**src/verilog/bpred_defs.svh**
```systemverilog
`ifndef BPRED_DEFS_SVH
`define BPRED_DEFS_SVH

// Address and data path width
`define XLEN 32

// Direct-mapped BTB geometry
// Index comes from PC bits above bit 1
`define BTB_ENTRIES 16
`define BTB_IDX_W 4

// Return address stack geometry
`define RAS_DEPTH 4
`define RAS_PTR_W 2

// Build-time switches
// With prediction off nothing is ever flagged as mispredicted
`define BPRED_ENABLE 1

// Without the RAS every JALR redirects
`define RAS_ENABLE 1

`endif

```
**src/verilog/bpred_state_pkg.sv**
```systemverilog
`default_nettype none

package bpred_state_pkg;

  // 2-bit saturating direction counter
  typedef enum logic [1:0] {
    strong_nt = 2'd0,
    weak_nt   = 2'd1,
    weak_t    = 2'd2,
    strong_t  = 2'd3
  } ctr_e;

  // Taken from weak_t upward
  function automatic logic ctr_taken(input ctr_e c);
    return (c == weak_t) || (c == strong_t);
  endfunction

  // Step towards taken or not taken, saturating at both ends
  function automatic ctr_e ctr_next(input ctr_e c, input logic taken);
    case (c)
      strong_nt: return taken ? weak_nt : strong_nt;
      weak_nt:   return taken ? weak_t : strong_nt;
      weak_t:    return taken ? strong_t : weak_nt;
      default:   return taken ? strong_t : weak_t;
    endcase
  endfunction

endpackage

`default_nettype wire

```
**src/verilog/bpred_ctrl_pkg.sv**
```systemverilog
`default_nettype none

package bpred_ctrl_pkg;

  // Control-flow kind of an instruction
  // cf_call is a JAL or JALR writing the link register
  // cf_ret is a JALR through the link register
  typedef enum logic [2:0] {
    cf_none   = 3'd0,
    cf_branch = 3'd1,
    cf_jal    = 3'd2,
    cf_call   = 3'd3,
    cf_ret    = 3'd4,
    cf_jalr   = 3'd5
  } cf_kind_e;

  // Unconditional jumps of any flavour
  function automatic logic cf_is_jump(input cf_kind_e k);
    return (k == cf_jal) || (k == cf_call) || (k == cf_ret) || (k == cf_jalr);
  endfunction

  // Register-indirect jumps checked in MEM
  function automatic logic cf_is_jalr(input cf_kind_e k);
    return (k == cf_ret) || (k == cf_jalr);
  endfunction

endpackage

`default_nettype wire

```
**src/verilog/bpred_btb.sv**
```systemverilog
`default_nettype none

`include "bpred_defs.svh"

module bpred_btb (
  input  wire logic                    clk,
  input  wire logic                    rst_n,

  // Fetch side lookup
  input  wire logic [`XLEN-1:0]        lookup_pc,

  // Update from the resolve path
  input  wire logic                    upd_valid,
  input  wire logic [`XLEN-1:0]        upd_pc,
  input  wire bpred_ctrl_pkg::cf_kind_e upd_kind,
  input  wire logic                    upd_taken,
  input  wire logic [`XLEN-1:0]        upd_target,

  // Lookup result
  output logic                         hit,
  output bpred_ctrl_pkg::cf_kind_e     hit_kind,
  output logic                         hit_taken,
  output logic [`XLEN-1:0]             hit_target
);

  // Entry storage with one slot per index
  logic                     entry_valid  [`BTB_ENTRIES];
  logic [`XLEN-1:0]         entry_tag    [`BTB_ENTRIES];
  bpred_ctrl_pkg::cf_kind_e entry_kind   [`BTB_ENTRIES];
  logic [`XLEN-1:0]         entry_target [`BTB_ENTRIES];
  bpred_state_pkg::ctr_e    entry_ctr    [`BTB_ENTRIES];

  logic [`BTB_IDX_W-1:0] lookup_idx;
  logic [`BTB_IDX_W-1:0] upd_idx;

  logic upd_match;
  logic upd_eff_taken;
  logic upd_alloc;
  logic upd_train;

  // Word-aligned PCs skip bits 1:0
  assign lookup_idx = lookup_pc[`BTB_IDX_W+1:2];
  assign upd_idx    = upd_pc[`BTB_IDX_W+1:2];

  // Full PC compare as tag
  assign hit = entry_valid[lookup_idx] && (entry_tag[lookup_idx] == lookup_pc);

  // Kind reads as cf_none on a miss
  assign hit_kind   = hit ? entry_kind[lookup_idx] : bpred_ctrl_pkg::cf_none;
  assign hit_taken  = hit && bpred_state_pkg::ctr_taken(entry_ctr[lookup_idx]);
  assign hit_target = entry_target[lookup_idx];

  // Jumps always train as taken
  assign upd_eff_taken = upd_taken || bpred_ctrl_pkg::cf_is_jump(upd_kind);

  // Slot already owned by this PC
  assign upd_match = entry_valid[upd_idx] && (entry_tag[upd_idx] == upd_pc);

  // New entries only come from taken results
  assign upd_alloc = upd_valid && !upd_match && upd_eff_taken;
  assign upd_train = upd_valid && upd_match;

  // Valid bit per entry
  always_ff @(posedge clk or negedge rst_n) begin
    if (!rst_n) begin
      for (int i = 0; i < `BTB_ENTRIES; i++) begin
        entry_valid[i] <= 1'b0;
      end
    end else if (upd_alloc) begin
      entry_valid[upd_idx] <= 1'b1;
    end
  end

  // Payload and counters
  always_ff @(posedge clk) begin
    if (upd_alloc) begin
      entry_tag[upd_idx]    <= upd_pc;
      entry_kind[upd_idx]   <= upd_kind;
      entry_target[upd_idx] <= upd_target;
      // Fresh entries start just over the taken threshold
      entry_ctr[upd_idx]    <= bpred_state_pkg::weak_t;
    end else if (upd_train) begin
      entry_kind[upd_idx] <= upd_kind;
      entry_ctr[upd_idx]  <= bpred_state_pkg::ctr_next(entry_ctr[upd_idx], upd_eff_taken);
      // Keep the last taken target
      // A not-taken result only carries the fall-through
      if (upd_eff_taken) begin
        entry_target[upd_idx] <= upd_target;
      end
    end
  end

endmodule

`default_nettype wire

```
**src/verilog/bpred_ras.sv**
```systemverilog
`default_nettype none

`include "bpred_defs.svh"

module bpred_ras (
  input  wire logic             clk,
  input  wire logic             rst_n,
  input  wire logic             push,
  input  wire logic [`XLEN-1:0] push_addr,
  input  wire logic             pop,
  output logic                  top_valid,
  output logic [`XLEN-1:0]      top_addr
);

  // Count saturates here, older entries get overwritten
  localparam logic [`RAS_PTR_W:0] FULL_CNT = `RAS_DEPTH;

  logic [`XLEN-1:0]     stack [`RAS_DEPTH];
  logic [`RAS_PTR_W-1:0] top_ptr;
  logic [`RAS_PTR_W:0]   count;

  logic pop_eff;

  // Popping an empty stack does nothing
  assign pop_eff = pop && (count != '0);

  assign top_valid = (count != '0);
  assign top_addr  = stack[top_ptr];

  // Pointer and count
  always_ff @(posedge clk or negedge rst_n) begin
    if (!rst_n) begin
      top_ptr <= '0;
      count   <= '0;
    end else if (push && !pop_eff) begin
      // Pointer wraps, so a full stack drops its oldest entry
      top_ptr <= top_ptr + 1'b1;
      if (count != FULL_CNT) begin
        count <= count + 1'b1;
      end
    end else if (pop_eff && !push) begin
      top_ptr <= top_ptr - 1'b1;
      count   <= count - 1'b1;
    end
  end

  // Entry writes
  always_ff @(posedge clk) begin
    if (push && pop_eff) begin
      // Push and pop together swap the top entry
      stack[top_ptr] <= push_addr;
    end else if (push) begin
      stack[top_ptr + 1'b1] <= push_addr;
    end
  end

endmodule

`default_nettype wire

```
**src/verilog/bpred_mispred_mem.sv**
```systemverilog
`default_nettype none

`include "bpred_defs.svh"

module bpred_mispred_mem (
  // Registered branch and JALR results in MEM
  input  wire logic             is_branch_mem,
  input  wire logic             branch_taken_mem,
  input  wire logic             is_jalr_mem,
  input  wire logic             bpred_taken_mem,
  input  wire logic [`XLEN-1:0] jb_tgt_mem,
  input  wire logic [`XLEN-1:0] pred_tgt_mem,

  output logic                  branch_mispredicted_mem,
  output logic                  jalr_mispredicted_mem
);

  // Branch check, direction only
  if (`BPRED_ENABLE != 0) begin : g_branch_mispred
    assign branch_mispredicted_mem = is_branch_mem &&
        (branch_taken_mem != bpred_taken_mem);
  end else begin : g_no_branch_mispred
    assign branch_mispredicted_mem = 1'b0;
  end

  // JALR check needs both direction and target
  if (`BPRED_ENABLE != 0 && `RAS_ENABLE != 0) begin : g_jalr_mispred
    // Unpredicted, or RAS target wrong
    assign jalr_mispredicted_mem = is_jalr_mem &&
        (!bpred_taken_mem || (pred_tgt_mem != jb_tgt_mem));
  end else if (`BPRED_ENABLE != 0) begin : g_jalr_no_ras
    // No target source for JALR, so always redirect
    assign jalr_mispredicted_mem = is_jalr_mem;
  end else begin : g_no_jalr_mispred
    assign jalr_mispredicted_mem = 1'b0;
  end

endmodule

`default_nettype wire

```
**src/verilog/bpred_resolve.sv**
```systemverilog
`default_nettype none

`include "bpred_defs.svh"

module bpred_resolve (
  input  wire logic                     clk,
  input  wire logic                     rst_n,

  // Resolution from EX
  input  wire logic                     ex_valid,
  input  wire logic [`XLEN-1:0]         ex_pc,
  input  wire bpred_ctrl_pkg::cf_kind_e ex_kind,
  input  wire logic                     ex_taken,
  input  wire logic [`XLEN-1:0]         ex_target,
  input  wire logic                     ex_pred_taken,
  input  wire logic [`XLEN-1:0]         ex_pred_target,

  // Front end redirect
  output logic                          redirect_valid,
  output logic [`XLEN-1:0]              redirect_pc,

  // BTB training
  output logic                          upd_valid,
  output logic [`XLEN-1:0]              upd_pc,
  output bpred_ctrl_pkg::cf_kind_e      upd_kind,
  output logic                          upd_taken,
  output logic [`XLEN-1:0]              upd_target
);

  // MEM stage copy of the EX group
  logic                     mem_valid;
  logic [`XLEN-1:0]         mem_pc;
  bpred_ctrl_pkg::cf_kind_e mem_kind;
  logic                     mem_taken;
  logic [`XLEN-1:0]         mem_target;
  logic                     mem_pred_taken;
  logic [`XLEN-1:0]         mem_pred_target;

  logic is_branch_mem;
  logic is_jalr_mem;
  logic branch_mispredicted;
  logic jalr_mispredicted;

  // Wrong-path EX result is dropped while redirecting
  always_ff @(posedge clk or negedge rst_n) begin
    if (!rst_n) begin
      mem_valid <= 1'b0;
    end else begin
      mem_valid <= ex_valid && !redirect_valid;
    end
  end

  // Payload copied from EX every cycle and qualified by mem_valid
  always_ff @(posedge clk) begin
    mem_pc          <= ex_pc;
    mem_kind        <= ex_kind;
    mem_taken       <= ex_taken;
    mem_target      <= ex_target;
    mem_pred_taken  <= ex_pred_taken;
    mem_pred_target <= ex_pred_target;
  end

  assign is_branch_mem = mem_valid && (mem_kind == bpred_ctrl_pkg::cf_branch);

  // Returns and plain JALRs
  // JAL is fixed up in decode
  assign is_jalr_mem = mem_valid && bpred_ctrl_pkg::cf_is_jalr(mem_kind);

  bpred_mispred_mem bpred_mispred_mem_inst (
    .is_branch_mem           (is_branch_mem),
    .branch_taken_mem        (mem_taken),
    .is_jalr_mem             (is_jalr_mem),
    .bpred_taken_mem         (mem_pred_taken),
    .jb_tgt_mem              (mem_target),
    .pred_tgt_mem            (mem_pred_target),
    .branch_mispredicted_mem (branch_mispredicted),
    .jalr_mispredicted_mem   (jalr_mispredicted)
  );

  assign redirect_valid = branch_mispredicted || jalr_mispredicted;

  // Actual target if taken and fall-through otherwise
  assign redirect_pc = mem_taken ? mem_target : (mem_pc + `XLEN'd4);

  // Every resolved branch or jump trains the BTB
  assign upd_valid  = mem_valid && (mem_kind != bpred_ctrl_pkg::cf_none);
  assign upd_pc     = mem_pc;
  assign upd_kind   = mem_kind;
  assign upd_taken  = mem_taken;
  assign upd_target = mem_target;

endmodule

`default_nettype wire

```
**src/verilog/bpred_top.sv**
```systemverilog
`default_nettype none

`include "bpred_defs.svh"

module bpred_top (
  input  wire logic                     clk,
  input  wire logic                     rst_n,

  // Fetch request
  input  wire logic                     fetch_valid,
  input  wire logic [`XLEN-1:0]         fetch_pc,

  // EX resolution
  input  wire logic                     ex_valid,
  input  wire logic [`XLEN-1:0]         ex_pc,
  input  wire bpred_ctrl_pkg::cf_kind_e ex_kind,
  input  wire logic                     ex_taken,
  input  wire logic [`XLEN-1:0]         ex_target,
  input  wire logic                     ex_pred_taken,
  input  wire logic [`XLEN-1:0]         ex_pred_target,

  // Fetch prediction
  output logic                          pred_taken,
  output logic [`XLEN-1:0]              pred_target,
  output bpred_ctrl_pkg::cf_kind_e      pred_kind,

  // Redirect from MEM
  output logic                          redirect_valid,
  output logic [`XLEN-1:0]              redirect_pc
);

  logic                     btb_hit;
  bpred_ctrl_pkg::cf_kind_e btb_kind;
  logic                     btb_taken;
  logic [`XLEN-1:0]         btb_target;

  logic                     upd_valid;
  logic [`XLEN-1:0]         upd_pc;
  bpred_ctrl_pkg::cf_kind_e upd_kind;
  logic                     upd_taken;
  logic [`XLEN-1:0]         upd_target;

  logic             ras_push;
  logic             ras_pop;
  logic             ras_top_valid;
  logic [`XLEN-1:0] ras_top_addr;
  logic             fetch_is_ret;

  bpred_btb bpred_btb_inst (
    .clk        (clk),
    .rst_n      (rst_n),
    .lookup_pc  (fetch_pc),
    .upd_valid  (upd_valid),
    .upd_pc     (upd_pc),
    .upd_kind   (upd_kind),
    .upd_taken  (upd_taken),
    .upd_target (upd_target),
    .hit        (btb_hit),
    .hit_kind   (btb_kind),
    .hit_taken  (btb_taken),
    .hit_target (btb_target)
  );

  // Return seen by the BTB and served from the RAS
  assign fetch_is_ret = btb_hit && (btb_kind == bpred_ctrl_pkg::cf_ret) && (`RAS_ENABLE != 0);

  // Calls push the link address and returns pop it
  assign ras_push = fetch_valid && btb_hit && (btb_kind == bpred_ctrl_pkg::cf_call);
  assign ras_pop  = fetch_valid && fetch_is_ret;

  bpred_ras bpred_ras_inst (
    .clk       (clk),
    .rst_n     (rst_n),
    .push      (ras_push),
    .push_addr (fetch_pc + `XLEN'd4),
    .pop       (ras_pop),
    .top_valid (ras_top_valid),
    .top_addr  (ras_top_addr)
  );

  // Empty RAS leaves a return predicted not taken
  assign pred_taken  = (`BPRED_ENABLE != 0) && btb_taken && (!fetch_is_ret || ras_top_valid);
  assign pred_target = fetch_is_ret ? ras_top_addr : btb_target;
  assign pred_kind   = btb_kind;

  bpred_resolve bpred_resolve_inst (
    .clk            (clk),
    .rst_n          (rst_n),
    .ex_valid       (ex_valid),
    .ex_pc          (ex_pc),
    .ex_kind        (ex_kind),
    .ex_taken       (ex_taken),
    .ex_target      (ex_target),
    .ex_pred_taken  (ex_pred_taken),
    .ex_pred_target (ex_pred_target),
    .redirect_valid (redirect_valid),
    .redirect_pc    (redirect_pc),
    .upd_valid      (upd_valid),
    .upd_pc         (upd_pc),
    .upd_kind       (upd_kind),
    .upd_taken      (upd_taken),
    .upd_target     (upd_target)
  );

endmodule

`default_nettype wire

```
**config.mk**
```make
export PLATFORM = sky130hd
export DESIGN_NAME = bpred_top
export DESIGN_NICKNAME = d
export VERILOG_FILES = /design/src/verilog/bpred_state_pkg.sv /design/src/verilog/bpred_ctrl_pkg.sv /design/src/verilog/bpred_btb.sv /design/src/verilog/bpred_ras.sv /design/src/verilog/bpred_mispred_mem.sv /design/src/verilog/bpred_resolve.sv /design/src/verilog/bpred_top.sv
export VERILOG_INCLUDE_DIRS = /design/src /design/src/verilog
export SDC_FILE = /design/constraint.sdc
export NUM_CORES = 2
export LEC_CHECK = 0
export ABC_AREA = 0
export BUFFER_PORTS_ARGS = -buffer_cell sky130_fd_sc_hd__buf_4
export CORE_ASPECT_RATIO = 1.1
export CORE_MARGIN = 4
export CORE_UTILIZATION = 45
export DETAILED_ROUTE_END_ITERATION = 7
export MAX_ROUTING_LAYER = met4
export PLACE_DENSITY = 0.73
export SLEW_MARGIN = 20
export SYNTH_ARGS = -nofsm -noshare
export SYNTH_HDL_FRONTEND = slang
export SYNTH_SLANG_ARGS = --single-unit
```
**constraint.sdc**
```tcl
create_clock -name clk -period 17.6 [get_ports clk]
set_input_delay 3.52 -clock clk [delete_from_list [all_inputs] [get_ports clk]]
set_output_delay 3.52 -clock clk [all_outputs]
set_load 0.005 [all_outputs]
```
==> results.txt <==
CTS Buffer Depth: 3
clock power share: 43.4%
ys flop type: edfxtp_1
Layout Cells excl Fill: 5133
Post-synth ARST share: 1.62%
dpl cell area: 61400 um^2
met3 routed WL: 22300 um
vias in the first global route: 32.3k
Reg area: 39600 um^2
residual DRC count: 0
CTS tree: built
DIE WIDTH: 349 um
Layout area overhead: 15.3%
metal2 WL: 78600 um
Worst Setup Path Type: input pin to output port
placed cells: 4859
core area: 127000 um^2
root buffer cell: clkbuf_16
min Tclk post-route: 12.54 ns
post-route cell area: 66400 um^2
Comb pwr share: 7.3%
Avg Cell Area, Syn: 18.9 um^2
initial antenna violation count: 14
largest net degree at the start of global routing: 104
fill count: 9813
Site Rows: 137
Fin Setup TNS: 0 ns
normalized max-slew margin: 20.1%
Hold WC Path Type: register to register
Ys Warns: 0
vias per inst: 6.37
overall routing resource usage: 25.8%
Net Sw Frac: 22.5%
internal power: 5650 uW
DIE AREA: 134000 um^2
Antenna Violating Nets Remaining: 0
outcome: finished clean
final WL: 168000 um
routed length per instance: 32.8 um
Post-CTS Setup Repair Bufs: 0
die height: 383 um
final setup margin: 5.06 ns
# resized after CTS: 0
Final Slew Violations: 0
Syn Std Cell Area: 57600 um^2
overflow left after global routing: 0
vias: 32.7k
Net Count, Synth: 3197
first-pass GRT wire length: 238000 um
Reg clk slew, reported paths: 0.06 ns
number of max-cap violations: 0
Leak: 0.0219 uW
worst slew pin tran: 1.20 ns
Top Metal Used: met4
Unique masters post-synth: 83
Clk Latency, worst-skew pair: 0.77 ns
clk sinks: 1355
NumNets Final: 3483
Setup crit end kind: output port
post-place setup slack: 4.88 ns
Crit Path Max Fanout: 103
post-synthesis sequential area ratio: 68.7%
initial drt markers: 4643
Port-buffer cells: 205
Setup-failing EPs final: 0
RSZ-0062 raised after global routing: no
CTS H-tree lvls: 4
Max Clk Rate: 79.8 MHz
Reg power frac: 49.4%
synthesis-stage register bit count: 1355
Startpoint Class: input pin
CP Data Arrival Time: 9.02 ns
HPWL after DPL: 105000 um
routability cong.: 0.968
Mapped Cells: 3050
DRT met1 WL: 60600 um
cts bufs inserted: 142
ratio of cells with drive above 1 in the final layout: 30.8%
num ports: 206
worst path required time: 14.08 ns
Psw: 1640 uW
PD cells: 110 nW/um^2
post-cts hold buffer count: 0
DRT Pass-1 Iters: 5
Tcrit/Tclk final: 71.2%
Post-synth EDFFs: 1232
area occupied by multi-input gates: 17200 um^2
VDD IR-drop max: 103 uV
Tot Pwr: 7290 uW
Final Hold Viols: 0
Initial Utilization: 45.3%
skew final: 0.0434 ns
-- Yosys cell counts (15+ instances only) --
cell type,n,share of area (%)
dfxtp_1,101,3.5
mux2_2,65,1.3
nor2b_1,15,0.16
nand2_1,108,0.70
a21oi_1,46,0.40
a22o_1,19,0.29
edfxtp_1,1232,64
nand3_1,52,0.45
a21o_1,17,0.22
a22oi_1,42,0.55
dfrtp_1,22,0.96
and3_1,23,0.25
mux2i_1,166,2.9
mux4_2,398,16
xor2_1,53,0.81
o21ai_0,51,0.44
buf_1,20,0.13
inv_1,23,0.15
nor2_1,59,0.38
buf_4,19,0.25
nor3_1,41,0.36
nand4_1,30,0.33
o22ai_1,19,0.21
xnor2_1,100,1.5
buf_6,17,0.33
buf_2,30,0.26
clkbuf_1,90,0.59
nor4_1,23,0.25
-- metal layers --
metal  vias up  track usage (%)
met3       405             6.93
met4         0             9.18
li1      13199                -
met2      2355             39.1
met1     16762             33.9
met5         -                -
-- cells in the final DEF, fill, tap and decap left out, types with 23 or more instances in the layout --
cell type / netlist / layout
edfxtp_1: 1232 / 1232
bufinv_16: 0 / 23
a21oi_1: 46 / 46
clkbuf_16: 0 / 144
nand4_1: 30 / 30
clkbuf_1: 90 / 29
nor2_1: 59 / 44
nand2_1: 108 / 108
xnor2_1: 100 / 100
mux2_2: 65 / 65
clkinv_2: 0 / 26
nand3_1: 52 / 52
buf_4: 19 / 318
xor2_1: 53 / 53
a22oi_1: 42 / 42
mux4_2: 398 / 398
dfxtp_1: 101 / 96
mux2i_1: 166 / 166
o21ai_0: 51 / 51
and3_1: 23 / 23
-- cells by family (layout without fill, tap and decap cells) --
logic type      after synthesis  count (layout)  share of synthesized area, %
compound gates              280             280                          3.41
xor+xnor                    153             153                          2.33
fa+ha+maj                    11              11                         0.248
buf+inv                     209             614                          1.88
flops                      1355            1355                          68.7
mux                         629             629                          19.7
other cells                   0              10                             0
simple gates                413             413                          3.70
-- area by class of cell --
class	count	area share [%]
sequential	1355	59.6
multi-input combinational	1486	25.8
clock buffer	176	5.65
timing repair buffer	323	3.73
tap	1668	3.14
clock inverter	87	1.82
inverter	28	0.162
antenna	10	0.0377
-- power groups by stage --
stage	Sequential, uW	Combinational (uW)	Clock (uW)
final	3600	530	3160
after global routing	3600	551	3350
after CTS	3600	523	3190
after detailed placement	3670	521	0
after global placement	3660	517	0
after floorplan	3660	301	0
-- worst paths after layout --
path	from	endpoint	slack [ns]	cells after the start
max	fetch_pc[2]	pred_target[12]	5.06	13
min	bpred_btb_inst.entry_valid[0]	bpred_btb_inst.entry_valid[0]	0.49	1
max reg2reg	bpred_resolve_inst.upd_pc[2]	bpred_btb_inst.entry_ctr[10][0]	10.77	12
min reg2reg	bpred_btb_inst.entry_valid[0]	bpred_btb_inst.entry_valid[0]	0.49	1
max in group asynchronous	rst_n	bpred_btb_inst.entry_valid[4]	14.67	1
min in group asynchronous	rst_n	bpred_resolve_inst.mem_valid	2.65	1
-- critical path, cell delays in order --
cell	delay (ns)
buf_8	0.37
buf_4	0.74
buf_12	0.64
mux4_2	0.58
mux2_2	0.28
a221oi_1	0.31
xor2_1	0.38
o2111ai_1	0.24
nor4_1	0.32
o2111a_2	0.65
buf_12	0.27
mux2_2	0.37
buf_4	0.14
-- state kept, by name (all words and copies together), names as in the netlist --
name and flops:
bpred_ras_inst.stack 128, bpred_resolve_inst.mem_pred_taken 1, bpred_btb_inst.entry_valid 16, bpred_ras_inst.count 3
bpred_resolve_inst.upd_taken 1, bpred_btb_inst.entry_tag 512, bpred_btb_inst.entry_ctr 32, bpred_resolve_inst.upd_target 32
bpred_resolve_inst.upd_pc 32, bpred_btb_inst.entry_target 512, bpred_resolve_inst.upd_kind 3, bpred_btb_inst.entry_kind 48
bpred_ras_inst.top_ptr 2, bpred_resolve_inst.mem_pred_target 32, bpred_resolve_inst.mem_valid 1
-- per-stage QoR --
stage               utilization (%)  hold WS (ns)
global placement               48.3         0.449
CTS                            52.2         0.484
detailed placement             48.3         0.466
global route                   52.3         0.500
finish                         52.3         0.486
floorplan                         -         0.439
Note: power is estimated with default switching activity, not from simulation.
